$ cat src/oserdes_pkg.sv
package oserdes_pkg;

	// serialization factor
	localparam int WIDTH = 8; // bits per word and bit clocks per strobe period, 2 to 8

	// modeled pll acquisition
	localparam int LOCK_CYCLES = 64; // bit clocks from reset release to pll lock
	localparam int LOCK_BITS = $clog2(LOCK_CYCLES); // lock counter width

	// strobe phase counter
	localparam int PHASE_BITS = 3; // holds 0 to WIDTH-1
	localparam logic [PHASE_BITS-1:0] LAST_PHASE = PHASE_BITS'(WIDTH - 1); // strobe fires here

	// word sent on the line when the host has nothing waiting
	localparam logic [WIDTH-1:0] IDLE_WORD = WIDTH'(8'h3c); // balanced comma-like pattern

	// handshake fsm encodings for the holding buffer
	localparam logic [1:0] ST_IDLE = 2'd0; // no request seen
	localparam logic [1:0] ST_CAPTURED = 2'd1; // ack high, waiting for req to drop
	localparam logic [1:0] ST_WAIT_RELEASE = 2'd2; // req pending until the slot is released

endpackage
$ cat src/serial_tx_top.sv
`timescale 1ns/1ps

module serial_tx_top (
	input  logic clock, // fast bit clock
	input  logic rst_n, // synchronous, active low
	input  logic req, // host request
	input  logic [oserdes_pkg::WIDTH-1:0] data, // host word
	output logic ack, // host acknowledge
	output logic serial_out, // serial line
	output logic serializer_strobe, // marks the cycle before a word's first bit
	output logic locked // link ready
);

	logic [oserdes_pkg::WIDTH-1:0] word; // buffer slot to serializer
	logic word_valid; // slot full
	logic word_taken; // slot drained

	// clock block, strobe and lock
	oserdes_pll oserdes_pll_inst (
		.clock  (clock),
		.rst_n  (rst_n),
		.strobe (serializer_strobe),
		.locked (locked)
	);

	// host side holding buffer
	tx_word_buffer tx_word_buffer_inst (
		.clock      (clock),
		.rst_n      (rst_n),
		.locked     (locked),
		.req        (req),
		.data       (data),
		.ack        (ack),
		.word       (word),
		.word_valid (word_valid),
		.word_taken (word_taken)
	);

	// parallel to serial
	oserdes_serializer oserdes_serializer_inst (
		.clock      (clock),
		.rst_n      (rst_n),
		.locked     (locked),
		.strobe     (serializer_strobe),
		.word       (word),
		.word_valid (word_valid),
		.word_taken (word_taken),
		.serial_out (serial_out)
	);

endmodule

$ cat src/oserdes_serializer.sv
`timescale 1ns/1ps

module oserdes_serializer (
	input  logic clock, // bit clock
	input  logic rst_n, // synchronous, active low
	input  logic locked, // link ready
	input  logic strobe, // word load strobe
	input  logic [oserdes_pkg::WIDTH-1:0] word, // word from the holding slot
	input  logic word_valid, // slot is full
	output logic word_taken, // slot consumed this cycle
	output logic serial_out // bit stream, msb first
);

	logic [oserdes_pkg::WIDTH-1:0] shift_reg; // word being sent
	logic load; // strobe on a locked link
	logic active; // set after the first load

	assign load = strobe && locked;

	// handshake back to the buffer, same cycle as the load
	assign word_taken = load && word_valid;

	// shift register, loads at the strobe and shifts msb out every cycle
	always_ff @(posedge clock) begin
		if (load) begin
			if (word_valid) begin
				shift_reg <= word; // host data
			end else begin
				shift_reg <= oserdes_pkg::IDLE_WORD; // nothing waiting
			end
		end else begin
			shift_reg <= {shift_reg[oserdes_pkg::WIDTH-2:0], 1'b0};
		end
	end

	// line stays quiet until the first word is loaded
	always_ff @(posedge clock) begin
		if (!rst_n) begin
			active <= 1'b0;
		end else if (load) begin
			active <= 1'b1;
		end
	end

	// msb of the loaded word shows up the cycle after the strobe
	assign serial_out = active & shift_reg[oserdes_pkg::WIDTH-1];

	// a taken word has to leave the slot or it would go out twice
	assert property (@(posedge clock) disable iff (!rst_n)
		word_taken |=> !word_valid)
		else $error("slot still full after the serializer took it");

endmodule

$ cat src/tx_word_buffer.sv
`timescale 1ns/1ps

module tx_word_buffer (
	input  logic clock, // bit clock
	input  logic rst_n, // synchronous, active low
	input  logic locked, // link ready from the clock block
	input  logic req, // host request, four phase
	input  logic [oserdes_pkg::WIDTH-1:0] data, // host word, stable while req is high
	output logic ack, // host acknowledge
	output logic [oserdes_pkg::WIDTH-1:0] word, // holding slot contents
	output logic word_valid, // slot is full
	input  logic word_taken // serializer took the slot this cycle
);

	logic [1:0] state; // handshake fsm
	logic can_take; // slot free and link up
	logic capture; // latch data this cycle

	assign can_take = locked && !word_valid;

	// a request is taken from idle or while it waits on the slot
	assign capture = req && can_take && (state != oserdes_pkg::ST_CAPTURED);

	// handshake fsm and slot flag
	always_ff @(posedge clock) begin
		if (!rst_n) begin
			state <= oserdes_pkg::ST_IDLE;
			ack <= 1'b0;
			word_valid <= 1'b0;
		end else begin
			if (word_taken) begin
				word_valid <= 1'b0; // serializer drained the slot
			end
			case (state)
				oserdes_pkg::ST_IDLE, oserdes_pkg::ST_WAIT_RELEASE: begin
					if (capture) begin
						ack <= 1'b1; // one cycle after req, or after the slot frees
						word_valid <= 1'b1;
						state <= oserdes_pkg::ST_CAPTURED;
					end else if (req) begin
						state <= oserdes_pkg::ST_WAIT_RELEASE; // full slot or no lock yet
					end else begin
						state <= oserdes_pkg::ST_IDLE; // request withdrawn
					end
				end
				oserdes_pkg::ST_CAPTURED: begin
					if (!req) begin
						ack <= 1'b0; // drops one cycle after req
						state <= oserdes_pkg::ST_IDLE;
					end
				end
				default: begin
					ack <= 1'b0;
					state <= oserdes_pkg::ST_IDLE;
				end
			endcase
		end
	end

	// holding register
	always_ff @(posedge clock) begin
		if (capture) begin
			word <= data;
		end
	end

	// ack answers a request, never a low req
	assert property (@(posedge clock) disable iff (!rst_n)
		$rose(ack) |-> $past(req))
		else $error("ack rose while req was low");

endmodule

$ cat src/oserdes_pll.sv
`timescale 1ns/1ps

module oserdes_pll (
	input  logic clock, // fast bit clock
	input  logic rst_n, // synchronous, active low
	output logic strobe, // one bit clock wide, once per word period
	output logic locked // pll locked and strobe aligned
);

	// stand-in for the pll lock output
	logic pll_locked; // acquisition done
	logic [oserdes_pkg::LOCK_BITS-1:0] lock_count; // counts toward LOCK_CYCLES

	// stand-in for the bufpll divider
	logic [oserdes_pkg::PHASE_BITS-1:0] phase; // position within the word period
	logic strobe_aligned; // sticky once the first strobe is out
	logic at_last_phase; // divider is about to wrap

	assign at_last_phase = pll_locked && (phase == oserdes_pkg::LAST_PHASE);

	// lock acquisition model
	always_ff @(posedge clock) begin
		if (!rst_n) begin
			lock_count <= '0;
			pll_locked <= 1'b0;
		end else if (!pll_locked) begin
			if (lock_count == oserdes_pkg::LOCK_BITS'(oserdes_pkg::LOCK_CYCLES - 1)) begin
				pll_locked <= 1'b1; // count freezes from here on
			end else begin
				lock_count <= lock_count + 1'b1;
			end
		end
	end

	// divide by WIDTH phase counter, runs only once the pll is locked
	always_ff @(posedge clock) begin
		if (!rst_n) begin
			phase <= '0;
		end else if (pll_locked) begin
			if (phase == oserdes_pkg::LAST_PHASE) begin
				phase <= '0; // wrap each word period
			end else begin
				phase <= phase + 1'b1;
			end
		end
	end

	// registered strobe, first pulse lands WIDTH cycles after pll lock
	always_ff @(posedge clock) begin
		if (!rst_n) begin
			strobe <= 1'b0;
			strobe_aligned <= 1'b0;
		end else begin
			strobe <= at_last_phase; // one pulse per period
			if (at_last_phase) begin
				strobe_aligned <= 1'b1; // rises with the first strobe
			end
		end
	end

	// same combination the bufpll lock gives on silicon
	assign locked = pll_locked & strobe_aligned;

	// strobe period is WIDTH >= 2, so two back to back pulses mean a broken divider
	assert property (@(posedge clock) disable iff (!rst_n)
		strobe |=> !strobe)
		else $error("serializer strobe high on two consecutive cycles");

	// datapath relies on lock never dropping outside reset
	assert property (@(posedge clock) disable iff (!rst_n)
		locked |=> locked)
		else $error("locked fell while out of reset");

endmodule

$ cat config.mk
export PLATFORM = sky130hd
export DESIGN_NAME = serial_tx_top
export DESIGN_NICKNAME = d
export VERILOG_FILES = /design/src/oserdes_pkg.sv /design/src/serial_tx_top.sv /design/src/oserdes_serializer.sv /design/src/tx_word_buffer.sv /design/src/oserdes_pll.sv
export SDC_FILE = /design/constraint.sdc
export NUM_CORES = 1
export LEC_CHECK = 0
export BUFFER_PORTS_ARGS = -buffer_cell sky130_fd_sc_hd__buf_2
export CORE_ASPECT_RATIO = 0.9
export CORE_UTILIZATION = 53
export CTS_CLUSTER_SIZE = 8
export DETAILED_ROUTE_END_ITERATION = 12
export PLACE_DENSITY = 0.78
export SLEW_MARGIN = 10
export SYNTH_ARGS = -nofsm -noshare
export SYNTH_HDL_FRONTEND = slang
export SYNTH_SLANG_ARGS = --single-unit
$ cat constraint.sdc
create_clock -name clock -period 4.6 [get_ports clock]
set_input_delay 0.23 -clock clock [delete_from_list [all_inputs] [get_ports clock]]
set_output_delay 0.23 -clock clock [all_outputs]
set_load 0.01 [all_outputs]
==> results <==
- For this run, the detailed router's first-pass iteration total came to 4.
- The transition time at the pin with the least slew margin is 0.6839 ns.
- The final count of negative-setup-slack endpoints is 0.
- The post-route DRC violation count is 0.
- The maximum VDD drop is roughly 280 µV.
- The number of enable-type register cells in the synthesized netlist is 8.
- Using the TritonRoute via totals, the vias-per-cell ratio works out to between 5 and 6.
- The setup TNS is 0 ns.
- The cell at the root of the clock tree is clkbuf_4.
- The vertical die dimension is between 40 and 50 µm.
- The number of diodes added for antenna fixing is 0.
- The endpoint type of the worst setup path is a flip-flop.
- The worst setup path is of the reg2reg kind.
- After detailed routing, the total wire length is 1956 µm.
- The number of different library cells used by synthesis comes to 31.
- The fraction of power consumed by the clock network is 0.366.
- Summing every instance area after synthesis gives ~1300 µm².
- STA classifies the critical path startpoint as a flip-flop.
- The number of global-route vias before repair is about 780.
- The switching power summed over all nets is roughly 120 µW.
- Leaving out fill and tap cells, the most frequent cells in the layout are 25 x dfxtp_1, 14 x nand2_1, 14 x buf_2, 9 x o21ai_0, 8 x edfxtp_1.
- Across the routed clock network, the largest skew measured is roughly 0.011 ns.
- Relative to the synthesized area, the layout overhead comes to 12.38%.
- When the netlist entered floorplanning its net count stood at approximately 130.
- The part of the total power dissipated in combinational logic is 0.068.
- By area the synthesized netlist is led by dfxtp_1 40%, edfxtp_1 19%, nand2_1 4.2%.
- For this run, asynchronously set or reset flops after synthesis account for 0.
- Counting flops and latches in the post-synthesis netlist gives 33.
- In this run the tool buffered the top-level ports with 14 buffer cells.
- Setup repair after global routing left no endpoint under its margin.
- The standard-cell row count is 16.
- The number of clock buffers added by TritonCTS is 5.
- Internal power comes to approximately 440 µW.
- The TritonCTS clock tree is done.
- The later-pin clock latency in the skew report is between 0.3 and 0.4 ns.
- The required time of the worst setup path is about 4.6 ns.
- The number of nets with antenna violations after routing is 0.
- Gates resized during post-CTS repair numbered 0.
- For this design the static power due to leakage is ~0.00056 µW.
- The net count of the finished layout is around 150.
- The overall routing resource usage is 0.1817.
- The run finished with clean final reports.
- Yosys printed 0 warnings.
- The horizontal extent of the die is approximately 53 µm.
- The final estimated routing congestion in global placement is 0.7885.
- The ratio of cells with drive above 1 in the final layout is 0.1522.
- The estimated wirelength of the detail-placed design is 1407 µm.
- The number of setup buffers added after CTS is 0.
- Dividing the synthesized area by the synthesized cell count gives roughly 10 µm².
- The most common cell after layout, fill and taps aside is dfxtp_1.
- The initial antenna violation count is 0.
- The tool flagged a number of max-cap violations equal to 0.
- The total instance count after detailed placement is 157.
- Synthesis produced 120 cells.
- For this design the top-level I/O count stands at 15.
- The number of hold violations in the final report is 0.
- dfxtp_1 takes more of the synthesized area than any other cell.
- Derived from the worst setup path, the maximum achievable clock frequency is 551.8 MHz.
- At the worst endpoint, the arrival time is 1.77 ns.
- The sequential group share of total power is 0.565.
- The die area is 2564 µm².
- In this run, the number of DRC markers left after iteration 0 of detailed routing was 27.
- The wire length per cell after detailed routing is 11.85 µm.
- The max-slew violation total from the final report is 0.
- The max-slew headroom at the worst pin is 0.5440.
- The part of the Yosys area used for sequential elements is 0.5908.
- The global route total overflow is 0.
- The count of non-filler cells in the finished layout is approximately 170.
- In this run, post-CTS hold repair placed 0 buffers.
- The longest clock path from root to sink contains 2 buffers.
- The H-tree depth is 2.
- The worst hold-check path type is in2reg.
- Entering global routing, the biggest net connects 18 pins.
- The total area inside the core boundary comes to approximately 2200 µm².
- The share of the clock period used by the worst path is 0.3939.
- The most common flop cell mapped by yosys is dfxtp_1.
- Across all layers, the routed design uses between 900 and 1k vias.
- For this configuration, the core starts out at a cell density of 0.5693.
- Of the total power, the share spent switching nets is 0.2206.
- The power per standard cell area is 399.9 nW/µm².
- The clock net sink count is 33.
- Of the post-synthesis cell area, the dominant cell type holds 0.3992.
- The first global-routing pass estimated 3139 µm of wire.
- The clock period could shrink to ~1.8 ns.
- The clock transition time at the flip-flop clock pins of the worst setup and hold paths is 0.10 ns.
- The largest fanout of any net on the critical path is 14.
[cell families (layout without fill, tap and decap cells)]
family,Yosys count,count (layout),synth area share
AO/OA/AOI/OAI,27,27,0.1347
adder cells (fa/ha/maj),3,3,0.02994
buffers and inverters,10,28,0.03792
flip-flops,33,33,0.5908
multiplexers,2,2,0.01597
AND/OR/NAND/NOR,45,45,0.1906
[routing by layer]
metal  global-route usage  wire (µm)  vias to the layer above
met3              0.09657        123                        4
met2               0.2775        911                       32
li1                     -          -                      465
met5                    0          0                        -
met1               0.2178        902                      418
met4              0.07368         19                        0
[synth_stat cells (2+ instances only)]
master	instances
o311ai_0	2
nand3_1	3
nand2_1	14
a31oi_1	4
o21ai_0	9
buf_4	2
inv_1	5
buf_2	2
o21a_1	2
nand4b_1	2
nor2b_1	5
mux2i_1	2
nor2_1	7
and4b_1	2
ha_1	3
dfxtp_1	25
a21oi_1	5
and3_1	5
and2_1	2
edfxtp_1	8
[power by group through the flow]
| stage | clock, µW | sequential (µW) | combinational [µW] |
|---|---|---|---|
| floorplan | 0 | 321 | 27.5 |
| global placement | 0 | 323 | 34.4 |
| detailed placement | 0 | 325 | 38.1 |
| CTS | 214 | 318 | 38.0 |
| global route | 228 | 320 | 45.6 |
| finish | 206 | 318 | 38.5 |
[layout make-up]
type / instances / area [µm²]
fill: 185 / 793.3
sequential: 33 / 740.7
multi-input combinational: 77 / 465.4
timing repair buffer: 14 / 70.07
clock buffer: 6 / 41.29
clock inverter: 2 / 35.03
tap: 27 / 33.78
inverter: 6 / 22.52
[path summary, 6_finish.rpt]
check                                       start                                    to  slack, ns  cells after the start
max                   oserdes_pll_inst.pll_locked           tx_word_buffer_inst.word[5]       2.79                      2
min                                       data[6]           tx_word_buffer_inst.word[6]       0.07                      1
max reg2reg           oserdes_pll_inst.pll_locked           tx_word_buffer_inst.word[5]       2.79                      2
min reg2reg  oserdes_serializer_inst.shift_reg[4]  oserdes_serializer_inst.shift_reg[5]       0.43                      2
[critical path, stage by stage, from the launching register on]
cell and delay, ns:
dfxtp_1 0.58, nand4b_1 0.27, a21oi_1 0.61
[through the flow]
stage	hold slack, ns	power, µW	worst slack, ns	utilization	area, µm²
after floorplan	0.3289	348.7	3.081	-	1254
after global placement	0.4060	357.7	2.862	0.6051	1333
after detailed placement	0.4081	362.6	2.762	0.6051	1333
after CTS	0.04905	569.7	2.776	0.6398	1409
after global routing	0.03071	593.3	2.577	0.6398	1409
final	0.06991	563.4	2.788	0.6398	1409
No activity file was read; power rests on OpenSTA's default activity.
